**src/verilog/ddr3_defs.svh**
```systemverilog
`ifndef DDR3_DEFS_SVH
`define DDR3_DEFS_SVH

// sizes for a 1Gb x16 ddr3 part

// row address, also the width of the ddl address bus
`define DDR_ROW_BITS 13

// eight banks
`define DDR_BANK_BITS 3

// full column address as seen by the device
`define DDR_COL_BITS 10

// request address is {row, bank, col[9:3]}
// bursts are aligned, so the low 3 column bits never arrive
`define DDR_ADDR_BITS 23

// transaction id carried from the request port to the data layer
`define DDR_TID_BITS 4

// request queue entries
// keep this a power of two, the pointers wrap by overflow
`define DDR_FIFO_DEPTH 4

`endif

```
**src/verilog/ddr3_pkg.sv**
```systemverilog
`include "ddr3_defs.svh"

package ddr3_pkg;

  // ddr3 command codes as {ras_n, cas_n, we_n}
  typedef enum logic [2:0] {
    NOOP = 3'b111,
    PREC = 3'b010,
    ACTV = 3'b011,
    READ = 3'b101,
    WRIT = 3'b100,
    REFR = 3'b001
  } ddr_cmd_t;

  // one queued request, 29 bits
  typedef struct packed {
    // set only for the write port
    logic                       wr;
    // last access to this row, close it afterwards
    logic                       last;
    logic [`DDR_TID_BITS-1:0]   tid;
    // {row, bank, upper column}
    logic [`DDR_ADDR_BITS-1:0]  adr;
  } ddr_req_t;

  // column view of the ddl address word
  typedef struct packed {
    logic [`DDR_ROW_BITS-`DDR_COL_BITS-2:0] spare;
    // auto-precharge on read/write, all banks on precharge
    logic                                   a10;
    logic [`DDR_COL_BITS-1:0]               col;
  } ddr_cas_t;

  // the ddl address word, row for activate, column view otherwise
  typedef union packed {
    logic [`DDR_ROW_BITS-1:0] row;
    ddr_cas_t                 cas;
  } ddr_adr_u;

endpackage

```
**src/verilog/ddr3_cmd_scheduler.sv**
```systemverilog
`include "ddr3_defs.svh"

module ddr3_cmd_scheduler (
  input  logic                       clock,
  input  logic                       reset,
  input  logic                       cfg_run_i,
  // request queue head
  input  logic                       empty_i,
  input  ddr3_pkg::ddr_req_t         head_i,
  output logic                       pop_o,
  // data layer
  output logic                       ddl_req_o,
  input  logic                       ddl_rdy_i,
  input  logic                       ddl_ref_i,
  output ddr3_pkg::ddr_cmd_t         ddl_cmd_o,
  output logic [`DDR_TID_BITS-1:0]   ddl_tid_o,
  output logic [`DDR_BANK_BITS-1:0]  ddl_ba_o,
  output logic [`DDR_ROW_BITS-1:0]   ddl_adr_o
);

  import ddr3_pkg::*;

  localparam int NBANKS = 1 << `DDR_BANK_BITS;
  // column bits present in a request, and the dropped burst bits
  localparam int CHI = `DDR_ADDR_BITS - `DDR_ROW_BITS - `DDR_BANK_BITS;
  localparam int CLO = `DDR_COL_BITS - CHI;

  localparam logic [2:0] ST_INIT  = 3'd0;
  localparam logic [2:0] ST_IDLE  = 3'd1;
  localparam logic [2:0] ST_PREC  = 3'd2;
  localparam logic [2:0] ST_ACTV  = 3'd3;
  localparam logic [2:0] ST_ACCS  = 3'd4;
  localparam logic [2:0] ST_PREA  = 3'd5;
  localparam logic [2:0] ST_REFR  = 3'd6;
  localparam logic [2:0] ST_RWAIT = 3'd7;

  logic [2:0]                state;
  logic [2:0]                state_n;
  logic                      req_n;
  ddr_cmd_t                  cmd_n;
  logic [`DDR_BANK_BITS-1:0] ba_n;
  logic [`DDR_TID_BITS-1:0]  tid_n;
  ddr_adr_u                  adr_q;
  ddr_adr_u                  adr_n;
  logic                      fire;

  // open-row tracking
  logic [NBANKS-1:0]         bank_open;
  logic [`DDR_ROW_BITS-1:0]  open_row [NBANKS];

  // head request decode
  logic [`DDR_BANK_BITS-1:0] hd_bank;
  logic [`DDR_ROW_BITS-1:0]  hd_row;
  logic [`DDR_COL_BITS-1:0]  hd_col;
  logic                      row_hit;
  ddr_cmd_t                  acc_cmd;
  ddr_adr_u                  acc_adr;
  ddr_adr_u                  act_adr;

  assign hd_bank = head_i.adr[CHI +: `DDR_BANK_BITS];
  assign hd_row  = head_i.adr[CHI + `DDR_BANK_BITS +: `DDR_ROW_BITS];
  assign hd_col  = {head_i.adr[CHI-1:0], {CLO{1'b0}}};
  assign row_hit = bank_open[hd_bank] && (open_row[hd_bank] == hd_row);

  // command handshake this edge
  assign fire  = ddl_req_o && ddl_rdy_i;
  // queue entry retires with its read/write
  assign pop_o = fire && (state == ST_ACCS);
  assign ddl_adr_o = adr_q;

  // the two forms of the address word for the head request
  always_comb begin
    acc_adr         = '0;
    acc_adr.cas.a10 = head_i.last;
    acc_adr.cas.col = hd_col;
    act_adr         = '0;
    act_adr.row     = hd_row;
    if (head_i.wr) begin
      acc_cmd = WRIT;
    end else begin
      acc_cmd = READ;
    end
  end

  always_comb begin
    state_n = state;
    req_n   = ddl_req_o;
    cmd_n   = ddl_cmd_o;
    ba_n    = ddl_ba_o;
    tid_n   = ddl_tid_o;
    adr_n   = adr_q;
    case (state)
      ST_INIT: begin
        if (cfg_run_i) begin
          state_n = ST_IDLE;
        end
      end
      ST_IDLE: begin
        if (ddl_ref_i) begin
          // refresh wins between requests
          req_n = 1'b1;
          ba_n  = '0;
          tid_n = '0;
          adr_n = '0;
          if (|bank_open) begin
            cmd_n           = PREC;
            adr_n.cas.a10   = 1'b1;
            state_n         = ST_PREA;
          end else begin
            cmd_n   = REFR;
            state_n = ST_REFR;
          end
        end else if (!empty_i) begin
          req_n = 1'b1;
          ba_n  = hd_bank;
          if (row_hit) begin
            cmd_n   = acc_cmd;
            adr_n   = acc_adr;
            tid_n   = head_i.tid;
            state_n = ST_ACCS;
          end else if (bank_open[hd_bank]) begin
            // row conflict, close this bank only
            cmd_n   = PREC;
            adr_n   = '0;
            tid_n   = '0;
            state_n = ST_PREC;
          end else begin
            cmd_n   = ACTV;
            adr_n   = act_adr;
            tid_n   = '0;
            state_n = ST_ACTV;
          end
        end
      end
      ST_PREC: begin
        if (fire) begin
          cmd_n   = ACTV;
          adr_n   = act_adr;
          state_n = ST_ACTV;
        end
      end
      ST_ACTV: begin
        if (fire) begin
          cmd_n   = acc_cmd;
          adr_n   = acc_adr;
          tid_n   = head_i.tid;
          state_n = ST_ACCS;
        end
      end
      ST_ACCS: begin
        if (fire) begin
          req_n   = 1'b0;
          cmd_n   = NOOP;
          tid_n   = '0;
          state_n = ST_IDLE;
        end
      end
      ST_PREA: begin
        if (fire) begin
          cmd_n   = REFR;
          adr_n   = '0;
          state_n = ST_REFR;
        end
      end
      ST_REFR: begin
        if (fire) begin
          req_n   = 1'b0;
          cmd_n   = NOOP;
          state_n = ST_RWAIT;
        end
      end
      default: begin
        // hold off new requests until the data layer drops its level
        if (!ddl_ref_i) begin
          state_n = ST_IDLE;
        end
      end
    endcase
  end

  always_ff @(posedge clock) begin
    if (reset) begin
      state     <= ST_INIT;
      ddl_req_o <= 1'b0;
      ddl_cmd_o <= NOOP;
    end else begin
      state     <= state_n;
      ddl_req_o <= req_n;
      ddl_cmd_o <= cmd_n;
    end
  end

  // command payload
  always_ff @(posedge clock) begin
    ddl_ba_o  <= ba_n;
    ddl_tid_o <= tid_n;
    adr_q     <= adr_n;
  end

  // bank state follows accepted commands
  always_ff @(posedge clock) begin
    if (reset) begin
      bank_open <= '0;
    end else if (fire) begin
      case (state)
        ST_PREC: bank_open[ddl_ba_o] <= 1'b0;
        ST_ACTV: bank_open[ddl_ba_o] <= 1'b1;
        // auto-precharge closes the bank on the same edge
        ST_ACCS: begin
          if (adr_q.cas.a10) begin
            bank_open[ddl_ba_o] <= 1'b0;
          end
        end
        ST_PREA: bank_open <= '0;
        default: bank_open <= bank_open;
      endcase
    end
  end

  always_ff @(posedge clock) begin
    if (fire && state == ST_ACTV) begin
      open_row[ddl_ba_o] <= adr_q.row;
    end
  end

endmodule

```
**src/verilog/ddr3_ctrl_top.sv**
```systemverilog
`include "ddr3_defs.svh"

module ddr3_ctrl_top (
  input  logic                       clock,
  input  logic                       reset,
  input  logic                       cfg_run_i,
  // write port
  input  logic                       mem_wrreq_i,
  input  logic                       mem_wrlst_i,
  input  logic [`DDR_TID_BITS-1:0]   mem_wrtid_i,
  input  logic [`DDR_ADDR_BITS-1:0]  mem_wradr_i,
  output logic                       mem_wrack_o,
  // read port
  input  logic                       mem_rdreq_i,
  input  logic                       mem_rdlst_i,
  input  logic [`DDR_TID_BITS-1:0]   mem_rdtid_i,
  input  logic [`DDR_ADDR_BITS-1:0]  mem_rdadr_i,
  output logic                       mem_rdack_o,
  // fast-path read port
  input  logic                       byp_rdreq_i,
  input  logic                       byp_rdlst_i,
  input  logic [`DDR_TID_BITS-1:0]   byp_rdtid_i,
  input  logic [`DDR_ADDR_BITS-1:0]  byp_rdadr_i,
  output logic                       byp_rdack_o,
  // data layer
  output logic                       ddl_req_o,
  input  logic                       ddl_rdy_i,
  input  logic                       ddl_ref_i,
  output ddr3_pkg::ddr_cmd_t         ddl_cmd_o,
  output logic [`DDR_TID_BITS-1:0]   ddl_tid_o,
  output logic [`DDR_BANK_BITS-1:0]  ddl_ba_o,
  output logic [`DDR_ROW_BITS-1:0]   ddl_adr_o
);

  import ddr3_pkg::*;

  // arbiter to queue
  logic     fifo_full;
  logic     push;
  ddr_req_t push_data;
  // queue to scheduler
  logic     fifo_empty;
  logic     pop;
  ddr_req_t head;

  ddr3_req_arbiter ddr3_req_arbiter_inst (
    .clock       (clock),
    .reset       (reset),
    .fifo_full_i (fifo_full),
    .mem_wrreq_i (mem_wrreq_i),
    .mem_wrlst_i (mem_wrlst_i),
    .mem_wrtid_i (mem_wrtid_i),
    .mem_wradr_i (mem_wradr_i),
    .mem_wrack_o (mem_wrack_o),
    .mem_rdreq_i (mem_rdreq_i),
    .mem_rdlst_i (mem_rdlst_i),
    .mem_rdtid_i (mem_rdtid_i),
    .mem_rdadr_i (mem_rdadr_i),
    .mem_rdack_o (mem_rdack_o),
    .byp_rdreq_i (byp_rdreq_i),
    .byp_rdlst_i (byp_rdlst_i),
    .byp_rdtid_i (byp_rdtid_i),
    .byp_rdadr_i (byp_rdadr_i),
    .byp_rdack_o (byp_rdack_o),
    .push_o      (push),
    .push_data_o (push_data)
  );

  ddr3_req_fifo ddr3_req_fifo_inst (
    .clock       (clock),
    .reset       (reset),
    .push_i      (push),
    .push_data_i (push_data),
    .full_o      (fifo_full),
    .pop_i       (pop),
    .empty_o     (fifo_empty),
    .head_o      (head)
  );

  ddr3_cmd_scheduler ddr3_cmd_scheduler_inst (
    .clock     (clock),
    .reset     (reset),
    .cfg_run_i (cfg_run_i),
    .empty_i   (fifo_empty),
    .head_i    (head),
    .pop_o     (pop),
    .ddl_req_o (ddl_req_o),
    .ddl_rdy_i (ddl_rdy_i),
    .ddl_ref_i (ddl_ref_i),
    .ddl_cmd_o (ddl_cmd_o),
    .ddl_tid_o (ddl_tid_o),
    .ddl_ba_o  (ddl_ba_o),
    .ddl_adr_o (ddl_adr_o)
  );

endmodule

```
**src/verilog/ddr3_req_arbiter.sv**
```systemverilog
`include "ddr3_defs.svh"

module ddr3_req_arbiter (
  input  logic                       clock,
  input  logic                       reset,
  input  logic                       fifo_full_i,
  // write port
  input  logic                       mem_wrreq_i,
  input  logic                       mem_wrlst_i,
  input  logic [`DDR_TID_BITS-1:0]   mem_wrtid_i,
  input  logic [`DDR_ADDR_BITS-1:0]  mem_wradr_i,
  output logic                       mem_wrack_o,
  // read port
  input  logic                       mem_rdreq_i,
  input  logic                       mem_rdlst_i,
  input  logic [`DDR_TID_BITS-1:0]   mem_rdtid_i,
  input  logic [`DDR_ADDR_BITS-1:0]  mem_rdadr_i,
  output logic                       mem_rdack_o,
  // fast-path read port
  input  logic                       byp_rdreq_i,
  input  logic                       byp_rdlst_i,
  input  logic [`DDR_TID_BITS-1:0]   byp_rdtid_i,
  input  logic [`DDR_ADDR_BITS-1:0]  byp_rdadr_i,
  output logic                       byp_rdack_o,
  // queue write side
  output logic                       push_o,
  output ddr3_pkg::ddr_req_t         push_data_o
);

  logic acked;
  logic take;

  // an ack last cycle means that requester still holds its level
  assign acked = mem_wrack_o | mem_rdack_o | byp_rdack_o;

  // accept one request per two cycles at most, never into a full queue
  assign take = !fifo_full_i && !acked && (byp_rdreq_i || mem_rdreq_i || mem_wrreq_i);

  // one-hot acks, bypass beats read beats write
  always_ff @(posedge clock) begin
    if (reset) begin
      byp_rdack_o <= 1'b0;
      mem_rdack_o <= 1'b0;
      mem_wrack_o <= 1'b0;
      push_o      <= 1'b0;
    end else begin
      byp_rdack_o <= take && byp_rdreq_i;
      mem_rdack_o <= take && !byp_rdreq_i && mem_rdreq_i;
      mem_wrack_o <= take && !byp_rdreq_i && !mem_rdreq_i && mem_wrreq_i;
      push_o      <= take;
    end
  end

  // winner's fields, pushed along with the ack
  always_ff @(posedge clock) begin
    if (take) begin
      if (byp_rdreq_i) begin
        push_data_o <= '{wr: 1'b0, last: byp_rdlst_i, tid: byp_rdtid_i, adr: byp_rdadr_i};
      end else if (mem_rdreq_i) begin
        push_data_o <= '{wr: 1'b0, last: mem_rdlst_i, tid: mem_rdtid_i, adr: mem_rdadr_i};
      end else begin
        push_data_o <= '{wr: 1'b1, last: mem_wrlst_i, tid: mem_wrtid_i, adr: mem_wradr_i};
      end
    end
  end

endmodule

```
**src/verilog/ddr3_req_fifo.sv**
```systemverilog
`include "ddr3_defs.svh"

module ddr3_req_fifo (
  input  logic               clock,
  input  logic               reset,
  // write side, from the arbiter
  input  logic               push_i,
  input  ddr3_pkg::ddr_req_t push_data_i,
  output logic               full_o,
  // read side, to the scheduler
  input  logic               pop_i,
  output logic               empty_o,
  output ddr3_pkg::ddr_req_t head_o
);

  import ddr3_pkg::*;

  localparam int ABITS = $clog2(`DDR_FIFO_DEPTH);
  localparam int CBITS = ABITS + 1;
  localparam logic [CBITS-1:0] DEPTH = CBITS'(`DDR_FIFO_DEPTH);

  ddr_req_t         mem [`DDR_FIFO_DEPTH];
  logic [ABITS-1:0] wr_ptr;
  logic [ABITS-1:0] rd_ptr;
  logic [CBITS-1:0] count;
  logic [CBITS-1:0] count_n;

  // occupancy after this edge, push and pop may coincide
  assign count_n = count + CBITS'(push_i) - CBITS'(pop_i);

  // first-word fall-through
  assign head_o = mem[rd_ptr];

  always_ff @(posedge clock) begin
    if (reset) begin
      wr_ptr  <= '0;
      rd_ptr  <= '0;
      count   <= '0;
      full_o  <= 1'b0;
      empty_o <= 1'b1;
    end else begin
      if (push_i) begin
        wr_ptr <= wr_ptr + 1'b1;
      end
      if (pop_i) begin
        rd_ptr <= rd_ptr + 1'b1;
      end
      count   <= count_n;
      // flags registered from the next count
      full_o  <= count_n == DEPTH;
      empty_o <= count_n == '0;
    end
  end

  // storage
  always_ff @(posedge clock) begin
    if (push_i) begin
      mem[wr_ptr] <= push_data_i;
    end
  end

endmodule
```
**config.mk**
```make
export PLATFORM = sky130hd
export DESIGN_NAME = ddr3_ctrl_top
export DESIGN_NICKNAME = d
export VERILOG_FILES = /design/src/verilog/ddr3_pkg.sv /design/src/verilog/ddr3_cmd_scheduler.sv /design/src/verilog/ddr3_ctrl_top.sv /design/src/verilog/ddr3_req_arbiter.sv /design/src/verilog/ddr3_req_fifo.sv
export VERILOG_INCLUDE_DIRS = /design/src /design/src/verilog
export SDC_FILE = /design/constraint.sdc
export NUM_CORES = 1
export LEC_CHECK = 0
export BUFFER_PORTS_ARGS = -buffer_cell sky130_fd_sc_hd__buf_2
export CAP_MARGIN = 20
export CORE_MARGIN = 2
export CORE_UTILIZATION = 30
export DETAILED_ROUTE_END_ITERATION = 16
export SLEW_MARGIN = 20
export SYNTH_ARGS = -nofsm -noshare
export SYNTH_HDL_FRONTEND = slang
export SYNTH_HIERARCHICAL = 1
export SYNTH_SLANG_ARGS = --single-unit
```
**constraint.sdc**
```tcl
create_clock -name clock -period 6.29 [get_ports clock]
set_input_delay 0.629 -clock clock [delete_from_list [all_inputs] [get_ports clock]]
set_output_delay 0.629 -clock clock [all_outputs]
set_load 0.1 [all_outputs]
```
Word-level counts from Yosys, hierarchy flattened
Memories as Yosys holds them, arrays and structs flattened. A register that Yosys moved wholly into a read port is not among the register bits.
Index checks and enable logic that the tools add are counted.
{"block": "totals", "ff_bits": 77, "ramBits": 220, "input_bits": 92, "out_inout_bits": 27, "word_cells": 141, "n_memories": 2}
{"block": "classes", "n_addsub": 4, "order_cmp": 3, "n_eq_ne": 19, "n_mux": 54, "n_bitwise": 5, "n_reduce_logical": 34}
{"name": "ddr3_req_fifo_inst.mem", "words": 4, "word_bits": 29, "read_ports": 1, "rd_ports_with_merged_regs": 1, "wr": 1, "line_no": "ddr3_req_fifo.sv:22", "text": "ddr_req_t mem [`DDR_FIFO_DEPTH];"}
{"name": "ddr3_cmd_scheduler_inst.open_row", "words": 8, "word_bits": 13, "read_ports": 1, "rd_ports_with_merged_regs": 0, "wr": 1, "line_no": "ddr3_cmd_scheduler.sv:49", "text": "logic [`DDR_ROW_BITS-1:0] open_row [NBANKS];"}
{"operator": "13-bit two-way mux", "count": 7}
{"operator": "13-bit one-hot mux with 4 select lines", "count": 1}
{"operator": "3-bit two-way mux", "count": 15}
{"operator": "8-bit one-hot mux with 4 select lines", "count": 1}
{"operator": "29-bit two-way mux", "count": 1}
{"operator": "28-bit two-way mux", "count": 1}
{"operator": "3-bit one-hot mux with 7 select lines", "count": 1}
{"operator": "4-bit two-way mux", "count": 5}
{"operator": "3-bit one-hot mux with 5 select lines", "count": 1}
{"operator": "2-bit by 1-bit != test with 1-bit output (second input constant)", "count": 7}
{"operator": "13-bit == test", "count": 1}
{"operator": "3-bit == test (second input constant)", "count": 4}
{"operator": "1-bit logical AND", "count": 12}
{"operator": "1-bit two-way mux", "count": 12}
{"operator": "4-bit one-hot mux with 3 select lines", "count": 1}
{"operator": "8-bit AND", "count": 1}
{"operator": "3-bit by 4-bit < comparator with 1-bit output (second input constant)", "count": 2}
{"operator": "2-bit two-way mux", "count": 4}
{"operator": "8-bit two-way mux", "count": 1}
{"operator": "8-bit by 1-bit != test with 1-bit output (second input constant)", "count": 1}
{"operator": "8-bit NOT", "count": 1}
{"operator": "8-bit OR", "count": 1}
{"operator": "8-bit AND reduction", "count": 1}
{"operator": "4-bit nonzero test", "count": 2}
{"operator": "other kinds (25)", "count": 35}

Longest topological paths before layout
{"block": "logic_depth", "depth_word": 8, "ltp_mapped": 12}

By module
The synthesis kept the hierarchy.
{"mod": "ddr3_cmd_scheduler", "n_inst": 1, "cells_per_inst": 431, "area_per_inst_um2": 6172.2, "seq_area_each_um2": 4023.9}
{"mod": "ddr3_req_fifo", "n_inst": 1, "cells_per_inst": 196, "area_per_inst_um2": 4675.7, "seq_area_each_um2": 3703.6}
{"mod": "ddr3_req_arbiter", "n_inst": 1, "cells_per_inst": 137, "area_per_inst_um2": 1602.8, "seq_area_each_um2": 950.9}

Worst setup path before layout
OpenSTA, ideal clock, no wires.
{"block": "synth_path", "path_type": "register to register", "from": "register (tool-made name)", "to": "register ddr3_cmd_scheduler_inst.adr_q (netlist bit ddr3_cmd_scheduler_inst/ddl_adr_o[3]) (data pin)", "t_arrival_ns": 3.135, "required_time_ns": 6.131, "slack_ns": 2.995, "path_stages_with_launch": 13, "n_path_buf": 4, "period_less_slack_ns": 3.295, "cell_sequence": "dfxtp_1 buf_4 mux4_2 buf_2 buf_2 mux4_2 mux2i_1 and2_1 o21ai_0 a21oi_1 clkbuf_1 a21oi_1 a211oi_2"}
{"item": "to (signal assigned)", "line_no": "ddr3_cmd_scheduler.sv:197", "text": "adr_q <= adr_n;"}
{"item": "to (decl)", "line_no": "ddr3_cmd_scheduler.sv:43", "text": "ddr_adr_u adr_q;"}

==> load_flow_metrics.sql <==
INSERT INTO impl_metrics (metric_group, metric, value, unit) VALUES
('clocking', 'ctsHtreeMaxLevel', '1', ''),
('synth', 'postSynth.asyncResetShare', '0', ''),
('floorplan', 'core_area', '40900', 'um^2'),
('clocking', 'clock_insertion_delay_worst_skew', '0.56', 'ns'),
('pwr', 'total_power', '0.00537', 'W'),
('finish', 'n_antenna_cell', '0', ''),
('finish', 'area_growth', '16.3', '%'),
('status', 'outcome', 'complete, no violations', ''),
('pwr', 'ir_drop_worst_vdd', '0.229', 'mV'),
('floorplan', 'die_w', '208', 'um'),
('synth', 'synth_area_leaders', 'sky130_fd_sc_hd__edfxtp_1 65%, sky130_fd_sc_hd__mux4_2 8.7%, sky130_fd_sc_hd__mux2i_1 4.9%', ''),
('global_route', 'antenna_found_initial', '0', ''),
('floorplan', 'design.die.area', '43100', 'um^2'),
('drt', 'detailedRoute.firstIterationViolations', '535', ''),
('finish', 'fin_nets', '979', ''),
('drt', 'num_vias', '6786', ''),
('clocking', 'post-cts-setup-buffer-count', '0', ''),
('min_path', 'timing.hold.worst_path_depth', '3', ''),
('floorplan', 'initial_utilization', '0.304', ''),
('placement', 'dp_worst_setup_slack', '1.74', 'ns'),
('worst_setup_path', 'cp.required', '6.68', 'ns'),
('synth', 'post_synth_fa_ha_maj_area_fraction', '0.00764', ''),
('sta', 'measured_slew_at_the_worst_slew_check_pin', '1.05', 'ns'),
('clocking', 'clockBufferDepth', '3', ''),
('finish', 'most-common-layout-cells', '269 x sky130_fd_sc_hd__edfxtp_1, 118 x sky130_fd_sc_hd__buf_2, 61 x sky130_fd_sc_hd__mux2i_1, 48 x sky130_fd_sc_hd__mux4_2, 47 x sky130_fd_sc_hd__nand2_1', ''),
('pwr', 'power.density', '371', 'nW/um^2'),
('synth', 'synthesis.area_per_instance', '16.3', 'um^2'),
('worst_setup_path', 'critical_path.reg2reg.endpoint', 'ddr3_cmd_scheduler_inst/ddl_tid_o[0]', ''),
('sta', 'layout_min_cycle_time', '4.44', 'ns'),
('global_route', 'grt_use_total', '0.117', ''),
('synth', 'syn_inst_count', '764', ''),
('floorplan', 'core.rowCount', '74', ''),
('clocking', 'cts-resized-gates', '0', ''),
('sta', 'timing.final.ws_setup', '1.85', 'ns'),
('clocking', 'tritoncts_num_sinks', '299', ''),
('global_route', 'maximum_number_of_pins_on_one_net_before_global_route_repair', '61', ''),
('pwr', 'power_leakage', '4.97', 'nW'),
('global_route', 'first_global_vias', '6789', ''),
('clocking', 'clk_pin_slew', '0.06', 'ns'),
('synth', 'yosys_warnings', '6', ''),
('synth', 'synth.yosys.seq_area_share', '0.697', ''),
('sta', 'final-max-slew-violation-count', '0', ''),
('synth', 'synth_compound_gate_area_share', '0.0597', ''),
('drt', 'dr.pass1.iters', '6', ''),
('synth', 'combinational_family_with_the_most_area_after_synthesis', 'multiplexers', ''),
('synth', 'area_share_of_and_or_nand_nor_cells_after_synthesis', '0.0649', ''),
('sta', 'final.setup_skew', '0.00992', 'ns'),
('synth', 'synth_nets', '863', ''),
('min_path', 'hold_path.class', 'input pin to flop', ''),
('floorplan', 'ioPinCount', '119', ''),
('drt', 'routed_wl', '25.6', 'mm'),
('drt', 'ant_nets', '0', ''),
('synth', 'synth_xor_area_frac', '0.0117', ''),
('drt', 'drt-vias-per-instance', '4.74', ''),
('global_route', 'wire_length_of_the_first_global_routing_pass', '39.7', 'mm'),
('sta', 'final-setup-viol-count', '0', ''),
('placement', 'io_buffer_count', '118', ''),
('clocking', 'clock-root-buffer', 'sky130_fd_sc_hd__clkbuf_16', ''),
('job', 'max_cap_violations', '0', ''),
('sta', 'relSlewSlack', '0.299', ''),
('sta', 'totalNegativeSetupSlack', '0', 'ns'),
('synth', 'proportion_of_netlist_area_held_by_the_largest_area_contributor', '0.649', ''),
('global_route', 'grt-ovfl-total', '0', ''),
('clocking', 'num_cts_buffers', '29', ''),
('sta', 'timing_limited_maximum_frequency', '225', 'MHz'),
('drt', 'drt-wirelength-per-cell', '17.9', 'um'),
('finish', 'layout-drive-gt1-share', '0.272', ''),
('worst_setup_path', 'timing.critical_path.to', 'ddr3_cmd_scheduler_inst/ddl_tid_o[0]', ''),
('worst_setup_path', 'r2r_cells', '9', ''),
('worst_setup_path', 'arrival', '4.83', 'ns'),
('synth', 'synth_flop_cell', 'sky130_fd_sc_hd__edfxtp_1', '');
through the flow:
step                hold slack [ns]  cell area, um^2  utilization  instances
floorplan                     0.459            12500            -        764
global placement              0.472            13600        0.332       1381
detailed placement            0.488            13600        0.332       1381
CTS                           0.334            14500        0.354       1432
global route                  0.352            14500        0.354       1432
finish                        0.350            14500        0.354       1432
flip-flops by register name, indices dropped and copies added, names as in the netlist, 2 cells and up, named ones only:
register,flops
ddr3_cmd_scheduler_inst/ddl_ba_o,3
ddr3_req_fifo_inst/mem,116
ddr3_cmd_scheduler_inst/open_row,104
ddr3_req_fifo_inst/wr_ptr,2
ddr3_req_fifo_inst/count,3
ddr3_req_arbiter_inst/push_data_o,29
ddr3_cmd_scheduler_inst/ddl_cmd_o,3
ddr3_cmd_scheduler_inst/ddl_adr_o,13
ddr3_cmd_scheduler_inst/state,3
ddr3_cmd_scheduler_inst/bank_open,8
ddr3_req_fifo_inst/rd_ptr,2
ddr3_cmd_scheduler_inst/ddl_tid_o,4
worst min-delay path by stage:
stage	from	to	slack, ns
2_1_floorplan	ddr3_req_arbiter_inst/push_data_o[0]	ddr3_req_fifo_inst/mem[0][0]	0.46
3_3_place_gp	ddr3_req_arbiter_inst/push_data_o[3]	ddr3_req_fifo_inst/mem[1][3]	0.47
3_5_place_dp	ddr3_req_arbiter_inst/push_data_o[3]	ddr3_req_fifo_inst/mem[1][3]	0.49
4_1_cts	mem_wrreq_i	ddr3_req_arbiter_inst/mem_wrack_o	0.33
5_1_grt	mem_wrreq_i	ddr3_req_arbiter_inst/mem_wrack_o	0.35
6_report	mem_wrreq_i	ddr3_req_arbiter_inst/mem_wrack_o	0.35
power by group:
part / leakage (nW) / internal [W] / total (W) / switching (W)
Combinational: 1.81 / 0.000305 / 0.00106 / 0.000757
Sequential: 2.72 / 0.00248 / 0.00267 / 0.000186
Clock: 0.438 / 0.000927 / 0.00164 / 0.000714
Total: 4.97 / 0.00372 / 0.00537 / 0.00166
logic make-up (layout without fill, tap and decap cells):
logic type      after synthesis  count (layout)
compound gates              121             121
mux                         110             110
simple gates                158             158
fa+ha+maj                     7               7
flops                       299             299
xor+xnor                     15              15
buf+inv                      54             190
cell type report:
| type | count | area, um^2 | share of cell area |
|---|---|---|---|
| sequential | 299 | 8680 | 0.599 |
| multi-input combinational | 411 | 3550 | 0.245 |
| tap | 532 | 666 | 0.0460 |
| clock buffer | 35 | 748 | 0.0517 |
| clock inverter | 16 | 141 | 0.00976 |
| inverter | 12 | 45.0 | 0.00311 |
| timing repair buffer | 127 | 658 | 0.0454 |
synthesized netlist by cell type (all sizes together), types with 5 or more instances:
cell type / number
clkbuf: 23
nand3: 6
nor2: 47
mux4: 49
ha: 6
edfxtp: 269
mux2i: 61
buf: 19
nor2b: 12
a211oi: 9
xor2: 8
dfxtp: 30
a22oi: 5
o21ai: 45
nand2: 48
and2: 12
a21oi: 39
xnor2: 6
nor3: 9
inv: 12
metal layers:
metal / vias to the layer above / GRT usage / part of all wire
met1: 3371 / 0.173 / 0.49
met3: 36 / 0.0179 / 0.043
met4: 0 / 0.0245 / 0.018
met2: 177 / 0.183 / 0.45
li1: 3202 / - / -
met5: - / 0 / 0
critical path, cell delays in order, from the launching register on:
cell	delay, ns
sky130_fd_sc_hd__dfxtp_2	0.47
sky130_fd_sc_hd__buf_4	0.45
sky130_fd_sc_hd__mux4_2	0.92
sky130_fd_sc_hd__mux4_2	0.41
sky130_fd_sc_hd__mux2i_1	0.24
sky130_fd_sc_hd__xnor2_1	0.10
sky130_fd_sc_hd__or4_4	0.55
sky130_fd_sc_hd__nor4_2	0.55
sky130_fd_sc_hd__o211ai_1	0.29
sky130_fd_sc_hd__a21boi_0	0.25
(Power assumes the default switching activity.)
